<file path="src/trap_mon_pkg.sv">
`default_nettype none

package trap_mon_pkg;

  ////////////////////////////////////////////////////////////////////////////
  // Exception classes
  ////////////////////////////////////////////////////////////////////////////

  // The class index doubles as the report priority, lowest value goes first
  typedef enum logic [2:0] {
    CLS_INSTR_MPU = 3'd0,
    CLS_INSTR_BUS = 3'd1,
    CLS_ILLEGAL   = 3'd2,
    CLS_ECALL     = 3'd3,
    CLS_EBREAK    = 3'd4
  } exc_class_e;

  // Sizes every per-class flag vector and pc array
  localparam int NUM_CLASSES = 5;

  ////////////////////////////////////////////////////////////////////////////
  // Cause codes and bus widths
  ////////////////////////////////////////////////////////////////////////////

  // Width of the exception code field the core saves into mcause
  localparam int CAUSE_W = 11;

  // Synchronous exception codes this monitor knows about
  localparam logic [CAUSE_W-1:0] CAUSE_INSTR_FAULT     = 11'd1;
  localparam logic [CAUSE_W-1:0] CAUSE_ILLEGAL         = 11'd2;
  localparam logic [CAUSE_W-1:0] CAUSE_BREAKPOINT      = 11'd3;
  localparam logic [CAUSE_W-1:0] CAUSE_ECALL_M         = 11'd11;
  localparam logic [CAUSE_W-1:0] CAUSE_INSTR_BUS_FAULT = 11'd24;

  // Atomic opcode width on the data bus, top bit marks an AMO or LR/SC
  localparam int ATOP_W = 6;

endpackage

`default_nettype wire

</file>
<file path="src/exc_expect_tracker.sv">
`timescale 1ns/1ps
`default_nettype none

module exc_expect_tracker #(
  parameter int XLEN = 32
) (
  input  logic                                             clk,
  input  logic                                             rst_ni,
  input  logic                                             wb_valid_i,
  input  logic [XLEN-1:0]                                  wb_pc_i,
  input  logic                                             wb_illegal_i,
  input  logic                                             wb_ecall_i,
  input  logic                                             wb_ebreak_i,
  input  logic                                             wb_bus_err_i,
  input  logic                                             wb_mpu_err_i,
  input  logic                                             irq_ack_i,
  input  logic                                             debug_pending_i,
  input  logic                                             nmi_trap_i,
  input  logic                                             debug_mode_i,
  output logic [trap_mon_pkg::NUM_CLASSES-1:0]             exp_found_o,
  output logic [trap_mon_pkg::NUM_CLASSES-1:0][XLEN-1:0]   exp_pc_o
);

  // Interrupts, pending debug and NMIs win over the instruction in writeback
  logic                                 evt_blocked;
  logic [trap_mon_pkg::NUM_CLASSES-1:0] sel;

  assign evt_blocked = irq_ack_i || debug_pending_i || nmi_trap_i;

  // Several exception flags may be up together, only the highest priority one counts
  // Debug mode suppresses everything but ebreak, which then enters the debug handler
  always_comb begin
    sel = '0;
    if (wb_valid_i && !evt_blocked) begin
      if (wb_mpu_err_i) begin
        sel[trap_mon_pkg::CLS_INSTR_MPU] = !debug_mode_i;
      end else if (wb_bus_err_i) begin
        sel[trap_mon_pkg::CLS_INSTR_BUS] = !debug_mode_i;
      end else if (wb_illegal_i) begin
        sel[trap_mon_pkg::CLS_ILLEGAL] = !debug_mode_i;
      end else if (wb_ecall_i) begin
        sel[trap_mon_pkg::CLS_ECALL] = !debug_mode_i;
      end else if (wb_ebreak_i) begin
        sel[trap_mon_pkg::CLS_EBREAK] = 1'b1;
      end
    end
  end

  // Found bits are sticky until reset
  always_ff @(posedge clk, negedge rst_ni) begin
    if (!rst_ni) begin
      exp_found_o <= '0;
    end else begin
      exp_found_o <= exp_found_o | sel;
    end
  end

  // The pc is taken once, on the first hit of its class
  always_ff @(posedge clk) begin
    for (int i = 0; i < trap_mon_pkg::NUM_CLASSES; i++) begin
      if (sel[i] && !exp_found_o[i]) begin
        exp_pc_o[i] <= wb_pc_i;
      end
    end
  end

endmodule

`default_nettype wire

</file>
<file path="src/exc_cause_tracker.sv">
`timescale 1ns/1ps
`default_nettype none

module exc_cause_tracker #(
  parameter int XLEN = 32
) (
  input  logic                                             clk,
  input  logic                                             rst_ni,
  input  logic                                             csr_save_cause_i,
  input  logic                                             cause_irq_i,
  input  logic [trap_mon_pkg::CAUSE_W-1:0]                 cause_code_i,
  input  logic [XLEN-1:0]                                  mepc_next_i,
  output logic [trap_mon_pkg::NUM_CLASSES-1:0]             act_found_o,
  output logic [trap_mon_pkg::NUM_CLASSES-1:0][XLEN-1:0]   act_pc_o
);

  logic [trap_mon_pkg::NUM_CLASSES-1:0] sel;

  // Map a saved synchronous cause back onto its class
  // Interrupt causes share code values with exceptions, so they are filtered out first
  always_comb begin
    sel = '0;
    if (csr_save_cause_i && !cause_irq_i) begin
      case (cause_code_i)
        trap_mon_pkg::CAUSE_INSTR_FAULT:     sel[trap_mon_pkg::CLS_INSTR_MPU] = 1'b1;
        trap_mon_pkg::CAUSE_INSTR_BUS_FAULT: sel[trap_mon_pkg::CLS_INSTR_BUS] = 1'b1;
        trap_mon_pkg::CAUSE_ILLEGAL:         sel[trap_mon_pkg::CLS_ILLEGAL]   = 1'b1;
        trap_mon_pkg::CAUSE_ECALL_M:         sel[trap_mon_pkg::CLS_ECALL]     = 1'b1;
        trap_mon_pkg::CAUSE_BREAKPOINT:      sel[trap_mon_pkg::CLS_EBREAK]    = 1'b1;
        // Anything else is outside the checked set
        default: ;
      endcase
    end
  end

  always_ff @(posedge clk, negedge rst_ni) begin
    if (!rst_ni) begin
      act_found_o <= '0;
    end else begin
      act_found_o <= act_found_o | sel;
    end
  end

  // Only the first mepc written for each class is kept
  always_ff @(posedge clk) begin
    for (int i = 0; i < trap_mon_pkg::NUM_CLASSES; i++) begin
      if (sel[i] && !act_found_o[i]) begin
        act_pc_o[i] <= mepc_next_i;
      end
    end
  end

endmodule

`default_nettype wire

</file>
<file path="src/mepc_reporter.sv">
`timescale 1ns/1ps
`default_nettype none

module mepc_reporter #(
  parameter int XLEN = 32
) (
  input  logic                                            clk,
  input  logic                                            rst_ni,
  input  logic [trap_mon_pkg::NUM_CLASSES-1:0]            exp_found_i,
  input  logic [trap_mon_pkg::NUM_CLASSES-1:0][XLEN-1:0]  exp_pc_i,
  input  logic [trap_mon_pkg::NUM_CLASSES-1:0]            act_found_i,
  input  logic [trap_mon_pkg::NUM_CLASSES-1:0][XLEN-1:0]  act_pc_i,
  input  logic                                            rpt_ack_i,
  output logic                                            rpt_req_o,
  output trap_mon_pkg::exc_class_e                        rpt_class_o,
  output logic [XLEN-1:0]                                 rpt_expected_o,
  output logic [XLEN-1:0]                                 rpt_actual_o,
  output logic                                            rpt_match_o
);

  // Handshake states: idle, request raised, waiting for ack to drop
  localparam logic [1:0] ST_IDLE    = 2'd0;
  localparam logic [1:0] ST_REQ     = 2'd1;
  localparam logic [1:0] ST_ACK_LOW = 2'd2;

  logic [1:0]                           state_q;
  logic [trap_mon_pkg::NUM_CLASSES-1:0] reported_q;
  logic [trap_mon_pkg::NUM_CLASSES-1:0] ready;
  logic [2:0]                           pick;

  // A class is ready once both sides have been seen and it has not gone out yet
  assign ready = exp_found_i & act_found_i & ~reported_q;

  // Scan downwards so the lowest ready class is the one left in pick
  always_comb begin
    pick = '0;
    for (int i = trap_mon_pkg::NUM_CLASSES - 1; i >= 0; i--) begin
      if (ready[i]) begin
        pick = i[2:0];
      end
    end
  end

  always_ff @(posedge clk, negedge rst_ni) begin
    if (!rst_ni) begin
      state_q    <= ST_IDLE;
      reported_q <= '0;
    end else begin
      case (state_q)
        ST_IDLE: begin
          if (|ready) begin
            state_q          <= ST_REQ;
            reported_q[pick] <= 1'b1;
          end
        end
        ST_REQ:     if (rpt_ack_i) state_q <= ST_ACK_LOW;
        ST_ACK_LOW: if (!rpt_ack_i) state_q <= ST_IDLE;
        default:    state_q <= ST_IDLE;
      endcase
    end
  end

  // Report data is only loaded from idle, so it stays put for the whole handshake
  always_ff @(posedge clk) begin
    if (state_q == ST_IDLE && |ready) begin
      rpt_class_o    <= trap_mon_pkg::exc_class_e'(pick);
      rpt_expected_o <= exp_pc_i[pick];
      rpt_actual_o   <= act_pc_i[pick];
      rpt_match_o    <= (exp_pc_i[pick] == act_pc_i[pick]);
    end
  end

  assign rpt_req_o = (state_q == ST_REQ);

  // The receiver may sample any cycle before it acks, so nothing may move under it
  a_data_stable_until_ack :
    assert property (@(posedge clk) disable iff (!rst_ni)
                     rpt_req_o && !rpt_ack_i |=> rpt_req_o &&
                     $stable({rpt_class_o, rpt_expected_o, rpt_actual_o, rpt_match_o}))
      else $error("mepc_reporter: report changed while request pending");

endmodule

`default_nettype wire

</file>
<file path="src/obi_outstanding_checker.sv">
`timescale 1ns/1ps
`default_nettype none

module obi_outstanding_checker #(
  parameter int OBI_CNT_W = 2
) (
  input  logic                            clk,
  input  logic                            rst_ni,
  input  logic                            data_req_i,
  input  logic                            data_gnt_i,
  input  logic                            data_rvalid_i,
  input  logic                            data_we_i,
  input  logic [1:0]                      data_memtype_i,
  input  logic [trap_mon_pkg::ATOP_W-1:0] data_atop_i,
  output logic [OBI_CNT_W-1:0]            outstanding_o,
  output logic                            atop_order_err_o,
  output logic                            load_buf_err_o
);

  logic count_up;
  logic count_down;
  logic atop_req;
  logic buf_load;

  // Address phase ends on grant, response phase ends on rvalid
  assign count_up   = data_req_i && data_gnt_i;
  assign count_down = data_rvalid_i;

  // Atomics must wait until every earlier transaction has its response
  assign atop_req = data_req_i && data_atop_i[trap_mon_pkg::ATOP_W-1] && (outstanding_o != '0);
  // memtype bit 0 is the bufferable attribute, which a load must never carry
  assign buf_load = data_req_i && !data_we_i && data_memtype_i[0];

  always_ff @(posedge clk, negedge rst_ni) begin
    if (!rst_ni) begin
      outstanding_o    <= '0;
      atop_order_err_o <= 1'b0;
      load_buf_err_o   <= 1'b0;
    end else begin
      // A grant and a response in the same cycle cancel out
      if (count_up && !count_down) begin
        outstanding_o <= outstanding_o + 1'b1;
      end else if (count_down && !count_up) begin
        outstanding_o <= outstanding_o - 1'b1;
      end
      // Both flags are sticky
      if (atop_req) atop_order_err_o <= 1'b1;
      if (buf_load) load_buf_err_o <= 1'b1;
    end
  end

  // A response with nothing in flight means the counter has lost track of the bus
  a_no_rvalid_when_idle :
    assert property (@(posedge clk) disable iff (!rst_ni)
                     data_rvalid_i |-> (outstanding_o != '0))
      else $error("obi_outstanding_checker: rvalid with no outstanding transaction");

endmodule

`default_nettype wire

</file>
<file path="src/step_issue_checker.sv">
`timescale 1ns/1ps
`default_nettype none

module step_issue_checker #(
  parameter int STEP_CNT_W = 4
) (
  input  logic clk,
  input  logic rst_ni,
  input  logic step_i,
  input  logic debug_mode_i,
  input  logic debug_taken_i,
  input  logic if_valid_i,
  input  logic id_ready_i,
  input  logic first_op_if_i,
  input  logic id_valid_i,
  input  logic ex_ready_i,
  input  logic first_op_id_i,
  input  logic haltreq_cause_i,
  input  logic irq_ack_i,
  input  logic nmi_pending_i,
  output logic step_err_o
);

  logic [STEP_CNT_W-1:0] cnt_if_q;
  logic [STEP_CNT_W-1:0] cnt_id_q;
  logic                  irq_ack_q;
  logic                  nmi_q;
  logic                  zero_ok;
  logic                  if_ok;
  logic                  id_ok;

  // Zero issued is fine when a halt request, interrupt or NMI preempted the step
  assign zero_ok = haltreq_cause_i || irq_ack_q || nmi_q;
  assign if_ok   = (cnt_if_q == STEP_CNT_W'(1)) || ((cnt_if_q == '0) && zero_ok);
  assign id_ok   = (cnt_id_q == STEP_CNT_W'(1)) || ((cnt_id_q == '0) && zero_ok);

  always_ff @(posedge clk, negedge rst_ni) begin
    if (!rst_ni) begin
      cnt_if_q   <= '0;
      cnt_id_q   <= '0;
      irq_ack_q  <= 1'b0;
      nmi_q      <= 1'b0;
      step_err_o <= 1'b0;
    end else begin
      irq_ack_q <= irq_ack_i;
      nmi_q     <= nmi_pending_i;
      // Count first ops only, a split op counts once; saturate at the top
      if (debug_mode_i) begin
        cnt_if_q <= '0;
        cnt_id_q <= '0;
      end else begin
        if (if_valid_i && id_ready_i && first_op_if_i && (cnt_if_q != '1)) begin
          cnt_if_q <= cnt_if_q + 1'b1;
        end
        if (id_valid_i && ex_ready_i && first_op_id_i && (cnt_id_q != '1)) begin
          cnt_id_q <= cnt_id_q + 1'b1;
        end
      end
      // Judge the counts at the moment the step ends in debug entry
      if (debug_taken_i && step_i && !debug_mode_i && !(if_ok && id_ok)) begin
        step_err_o <= 1'b1;
      end
    end
  end

endmodule

`default_nettype wire

</file>
<file path="src/trap_monitor_top.sv">
`timescale 1ns/1ps
`default_nettype none

module trap_monitor_top #(
  parameter int XLEN       = 32,
  parameter int OBI_CNT_W  = 2,
  parameter int STEP_CNT_W = 4
) (
  input  logic                            clk,
  input  logic                            rst_ni,
  // Writeback stage
  input  logic                            wb_valid_i,
  input  logic [XLEN-1:0]                 wb_pc_i,
  input  logic                            wb_illegal_i,
  input  logic                            wb_ecall_i,
  input  logic                            wb_ebreak_i,
  input  logic                            wb_bus_err_i,
  input  logic                            wb_mpu_err_i,
  input  logic                            irq_ack_i,
  input  logic                            debug_pending_i,
  input  logic                            nmi_trap_i,
  input  logic                            debug_mode_i,
  // CSR cause save
  input  logic                            csr_save_cause_i,
  input  logic                            cause_irq_i,
  input  logic [trap_mon_pkg::CAUSE_W-1:0] cause_code_i,
  input  logic [XLEN-1:0]                 mepc_next_i,
  // Report handshake
  input  logic                            rpt_ack_i,
  output logic                            rpt_req_o,
  output trap_mon_pkg::exc_class_e        rpt_class_o,
  output logic [XLEN-1:0]                 rpt_expected_o,
  output logic [XLEN-1:0]                 rpt_actual_o,
  output logic                            rpt_match_o,
  // Data bus
  input  logic                            data_req_i,
  input  logic                            data_gnt_i,
  input  logic                            data_rvalid_i,
  input  logic                            data_we_i,
  input  logic [1:0]                      data_memtype_i,
  input  logic [trap_mon_pkg::ATOP_W-1:0] data_atop_i,
  output logic [OBI_CNT_W-1:0]            outstanding_o,
  output logic                            atop_order_err_o,
  output logic                            load_buf_err_o,
  // Single step
  input  logic                            step_i,
  input  logic                            debug_taken_i,
  input  logic                            if_valid_i,
  input  logic                            id_ready_i,
  input  logic                            first_op_if_i,
  input  logic                            id_valid_i,
  input  logic                            ex_ready_i,
  input  logic                            first_op_id_i,
  input  logic                            haltreq_cause_i,
  input  logic                            nmi_pending_i,
  output logic                            step_err_o
);

  //////////////////////////////////////////////////////////////////////////
  // Exception pc capture and reporting
  //////////////////////////////////////////////////////////////////////////

  logic [trap_mon_pkg::NUM_CLASSES-1:0]           exp_found;
  logic [trap_mon_pkg::NUM_CLASSES-1:0][XLEN-1:0] exp_pc;
  logic [trap_mon_pkg::NUM_CLASSES-1:0]           act_found;
  logic [trap_mon_pkg::NUM_CLASSES-1:0][XLEN-1:0] act_pc;

  exc_expect_tracker #(.XLEN(XLEN)) u_expect (
    .clk, .rst_ni, .wb_valid_i, .wb_pc_i, .wb_illegal_i, .wb_ecall_i, .wb_ebreak_i,
    .wb_bus_err_i, .wb_mpu_err_i, .irq_ack_i, .debug_pending_i, .nmi_trap_i,
    .debug_mode_i, .exp_found_o(exp_found), .exp_pc_o(exp_pc)
  );

  exc_cause_tracker #(.XLEN(XLEN)) u_cause (
    .clk, .rst_ni, .csr_save_cause_i, .cause_irq_i, .cause_code_i, .mepc_next_i,
    .act_found_o(act_found), .act_pc_o(act_pc)
  );

  mepc_reporter #(.XLEN(XLEN)) u_reporter (
    .clk, .rst_ni, .exp_found_i(exp_found), .exp_pc_i(exp_pc),
    .act_found_i(act_found), .act_pc_i(act_pc), .rpt_ack_i, .rpt_req_o,
    .rpt_class_o, .rpt_expected_o, .rpt_actual_o, .rpt_match_o
  );

  //////////////////////////////////////////////////////////////////////////
  // Bus and single-step checks
  //////////////////////////////////////////////////////////////////////////

  obi_outstanding_checker #(.OBI_CNT_W(OBI_CNT_W)) u_obi (
    .clk, .rst_ni, .data_req_i, .data_gnt_i, .data_rvalid_i, .data_we_i,
    .data_memtype_i, .data_atop_i, .outstanding_o, .atop_order_err_o, .load_buf_err_o
  );

  step_issue_checker #(.STEP_CNT_W(STEP_CNT_W)) u_step (
    .clk, .rst_ni, .step_i, .debug_mode_i, .debug_taken_i, .if_valid_i, .id_ready_i,
    .first_op_if_i, .id_valid_i, .ex_ready_i, .first_op_id_i, .haltreq_cause_i,
    .irq_ack_i, .nmi_pending_i, .step_err_o
  );

endmodule

`default_nettype wire

</file>
<file path="config.mk">
export PLATFORM = sky130hd
export DESIGN_NAME = trap_monitor_top
export DESIGN_NICKNAME = d
export VERILOG_FILES = /design/src/trap_mon_pkg.sv /design/src/exc_expect_tracker.sv /design/src/exc_cause_tracker.sv /design/src/mepc_reporter.sv /design/src/obi_outstanding_checker.sv /design/src/step_issue_checker.sv /design/src/trap_monitor_top.sv
export SDC_FILE = /design/constraint.sdc
export NUM_CORES = 1
export LEC_CHECK = 0
export BUFFER_PORTS_ARGS = -buffer_cell sky130_fd_sc_hd__buf_4
export CAP_MARGIN = 0
export CORE_MARGIN = 4
export CORE_UTILIZATION = 40
export DETAILED_ROUTE_END_ITERATION = 10
export HOLD_SLACK_MARGIN = 0.02
export PLACE_DENSITY = 0.65
export REMOVE_ABC_BUFFERS = 1
export SKIP_LAST_GASP = 1
export SYNTH_ARGS = -nofsm -noshare
export SYNTH_HDL_FRONTEND = slang
export SYNTH_SLANG_ARGS = --single-unit
</file>
<file path="constraint.sdc">
create_clock -name clk -period 9.1 [get_ports clk]
set_input_delay 1.365 -clock clk [delete_from_list [all_inputs] [get_ports clk]]
set_output_delay 1.365 -clock clk [all_outputs]
set_load 0.02 [all_outputs]
</file>
==> flow_metrics.env <==
export IMPL_ys_flop_type="edfxtp_1"
export IMPL_setup_tns_ps=0
export IMPL_cts_resized_gates=0
export IMPL_place_gp_congestion=0.735
export IMPL_layout_drive_gt1_share_pct=28.7
export IMPL_max_slew_margin_rel_pct=29.0
export IMPL_root_buffer="clkbuf_16"
export IMPL_wire_per_inst_um=24.0
export IMPL_synth_area_um2=16400
export IMPL_worst_setup_path_type="flip-flop to flip-flop"
export IMPL_p_per_area_nw_per_um2=216
export IMPL_synth_seq_cells=420
export IMPL_finalHoldViolCount=0
export IMPL_synth_commonest_cells="edfxtp_1, nand3_1, o21ai_0"
export IMPL_drv_slew=0
export IMPL_critPathLaunchType="flip-flop"
export IMPL_clk_pin_slew_worst_paths_ps=60
export IMPL_htreeDepth=2
export IMPL_drc=0
export IMPL_grt_overflow_total=0
export IMPL_synth_edf_count=388
export IMPL_cts_made_buffers=43
export IMPL_antenna_found_initial=7
export IMPL_fillCellCount=3331
export IMPL_hold_buffers=0
export IMPL_cts_tree="built"
export IMPL_vias_per_cell=5.55
export IMPL_cts_sinks=420
export IMPL_fin_cells=1769
export IMPL_num_vias=9812
export IMPL_ff_latch_area_um2=12500
export IMPL_ys_warn_count=0
export IMPL_synthCells=1021
export IMPL_drtPass1Iterations=5
export IMPL_synth_most_common_cell="edfxtp_1"
export IMPL_path_max_fanout=40
export IMPL_async_reset_ff_share_pct=7.62
export IMPL_die_x_um=210
export IMPL_grt_pass1_vias=10100
export IMPL_nets=1329
export IMPL_dp_slack_ps=4770
export IMPL_setup_ws_ps=4830
export IMPL_chipHeight_um=210
export IMPL_grt_max_degree=75
export IMPL_worst_pin_slew_ps=1060
export IMPL_synthDistinctLibCells=62
export IMPL_drv_cap=0
export IMPL_rows=73
export IMPL_track_usage_pct=18.7
export IMPL_arrival_ps=4640
export IMPL_rsz0062_at_grt="false"
export IMPL_clock_latency_ps=540
export IMPL_fin_skew_ps=11.5
export IMPL_portBuffers=179
export IMPL_yosys_area_top_type="edfxtp_1"
export IMPL_ys_seq_area_share_pct=76.0
export IMPL_status="finished, final reports clean"
export IMPL_cts_max_path_buffers=3
export IMPL_postRouteAntennaNets=0
export IMPL_dp_hpwl_um=23700
export IMPL_ioPinCount=186
export IMPL_routed_wl_um=42400
export IMPL_synth_area_leaders="edfxtp_1, dfrtp_1, o221a_2"
export IMPL_p_leak_uw=0.00677
export IMPL_fin_crit_sh_pct=46.9
export IMPL_ir_worst_vdd_uv=136
export IMPL_syn_to_final_growth_pct=21.0
export IMPL_cp_data_required_time_ps=9470
export IMPL_grt_pass1_wl_um=62800
export IMPL_dieArea_um2=44200
export IMPL_cp_end_kind="flip-flop"
export IMPL_hold_path_class="flip-flop to flip-flop"
export IMPL_fin_hold_ws_ps=452
export IMPL_period_minus_slack_ps=4270
export IMPL_fmax_mhz=234
export IMPL_place_inst=1690
export IMPL_core_area_um2=40100
export IMPL_drtIter0Drc=1058
export IMPL_cts_setup_buffers=0
export IMPL_start_util_pct=40.8
export IMPL_synth_area_per_cell_um2=16.0
export IMPL_synth_top_area_share_pct=71.2
export IMPL_setup_viol=0
export IMPL_multiInputGateArea_um2=3670
## layout by cell type, fill, tap and decap left out, types with 10 or more instances in the layout
cell | Yosys | routed
o221a_2 | 32 | 32
inv_1 | 11 | 11
edfxtp_1 | 388 | 388
clkbuf_16 | 0 | 45
o21ai_0 | 57 | 57
xnor2_1 | 30 | 30
xor2_1 | 11 | 11
a211oi_1 | 10 | 10
dfrtp_1 | 32 | 32
a21boi_0 | 27 | 27
a21oi_1 | 26 | 26
and3_1 | 12 | 12
nor2_1 | 31 | 24
nand3_1 | 70 | 70
a31oi_1 | 12 | 11
nand2_1 | 32 | 32
a311oi_1 | 11 | 10
nor3_1 | 13 | 11
o221ai_1 | 12 | 12
nand2b_1 | 11 | 11
a31o_2 | 30 | 30
buf_4 | 4 | 208
## report_power, final
part	total, uW	switching (uW)	leakage (uW)	internal, uW
Sequential	2210	34.2	0.00390	2180
Clock	1790	716	0.000692	1070
Combinational	285	171	0.00218	114
Total	4280	921	0.00677	3360
## critical path: stages (launching register included)
cell	delay, ps
dfrtp_1	420
and3b_2	200
buf_4	510
o211ai_1	560
inv_1	150
buf_4	430
nand3_1	140
o221a_2	170
xnor2_1	210
nand4_1	220
or4_1	740
nor4_2	290
## registers in the layout (all words and copies together), names as in the netlist, 2 cells and up
name                       count
u_cause.act_found_o            5
u_cause.act_pc_o             160
u_expect.exp_found_o           5
u_expect.exp_pc_o            160
u_obi.outstanding_o            2
u_reporter.reported_q          5
u_reporter.rpt_actual_o       32
u_reporter.rpt_class_o         3
u_reporter.rpt_expected_o     32
u_reporter.state_q             2
u_step.cnt_id_q                4
u_step.cnt_if_q                4
## final cells by class
type,count,share of cell area [%]
Sequential cell,420,62.8
Multi-Input combinational cell,525,18.5
Timing Repair Buffer,208,7.88
Clock buffer,50,5.78
Tap cell,525,3.31
Clock inverter,25,1.43
Inverter,12,0.227
Antenna cell,4,0.0505
## per-stage QoR
stage / cell area, um2 / util [%] / total power (uW)
3_5_place_dp: 18400 / 45.8 / 2540
3_3_place_gp: 18400 / 45.8 / 2530
2_1_floorplan: 16100 / - / 2380
5_1_grt: 19800 / 49.4 / 4420
4_1_cts: 19800 / 49.4 / 4320
6_report: 19800 / 49.4 / 4280
## worst paths after layout
kind                       slack [ps]                              endpoint                            startpoint  depth (start not counted)
setup / recovery                 4830      u_reporter.rpt_match_o$_DFFE_PP_     u_expect.exp_found_o[2]$_DFF_PN0_                         11
hold / removal                    450  u_reporter.reported_q[4]$_DFFE_PN0P_  u_reporter.reported_q[4]$_DFFE_PN0P_                          1
setup reg to reg                 4830      u_reporter.rpt_match_o$_DFFE_PP_     u_expect.exp_found_o[2]$_DFF_PN0_                         11
hold reg to reg                   450  u_reporter.reported_q[4]$_DFFE_PN0P_  u_reporter.reported_q[4]$_DFFE_PN0P_                          1
max in group asynchronous        8030  u_reporter.reported_q[3]$_DFFE_PN0P_                                rst_ni                          1
min in group asynchronous         760         u_step.step_err_o$_DFFE_PN0P_                                rst_ni                          1
## logic make-up (layout without fill, tap and decap cells)
family | Yosys count | in the layout | share of synthesized area (%)
AO/OA/AOI/OAI | 260 | 260 | 11.7
flip-flops | 420 | 420 | 76.0
XOR/XNOR | 41 | 41 | 2.19
adder cells (fa/ha/maj) | 7 | 7 | 0.535
AND/OR/NAND/NOR | 208 | 208 | 6.74
multiplexers | 9 | 9 | 0.573
other | 0 | 4 | 0
buffers and inverters | 76 | 295 | 2.19
## routing by layer
layer  track usage, %  up-vias  wire [um]
met5                0        -         33
met4             5.33        6        848
met3             4.90       64       3270
met2             30.0      325      20200
met1             25.4     4977      18100
li1                 -     4440          -
Power figures use the tool's default switching activity.
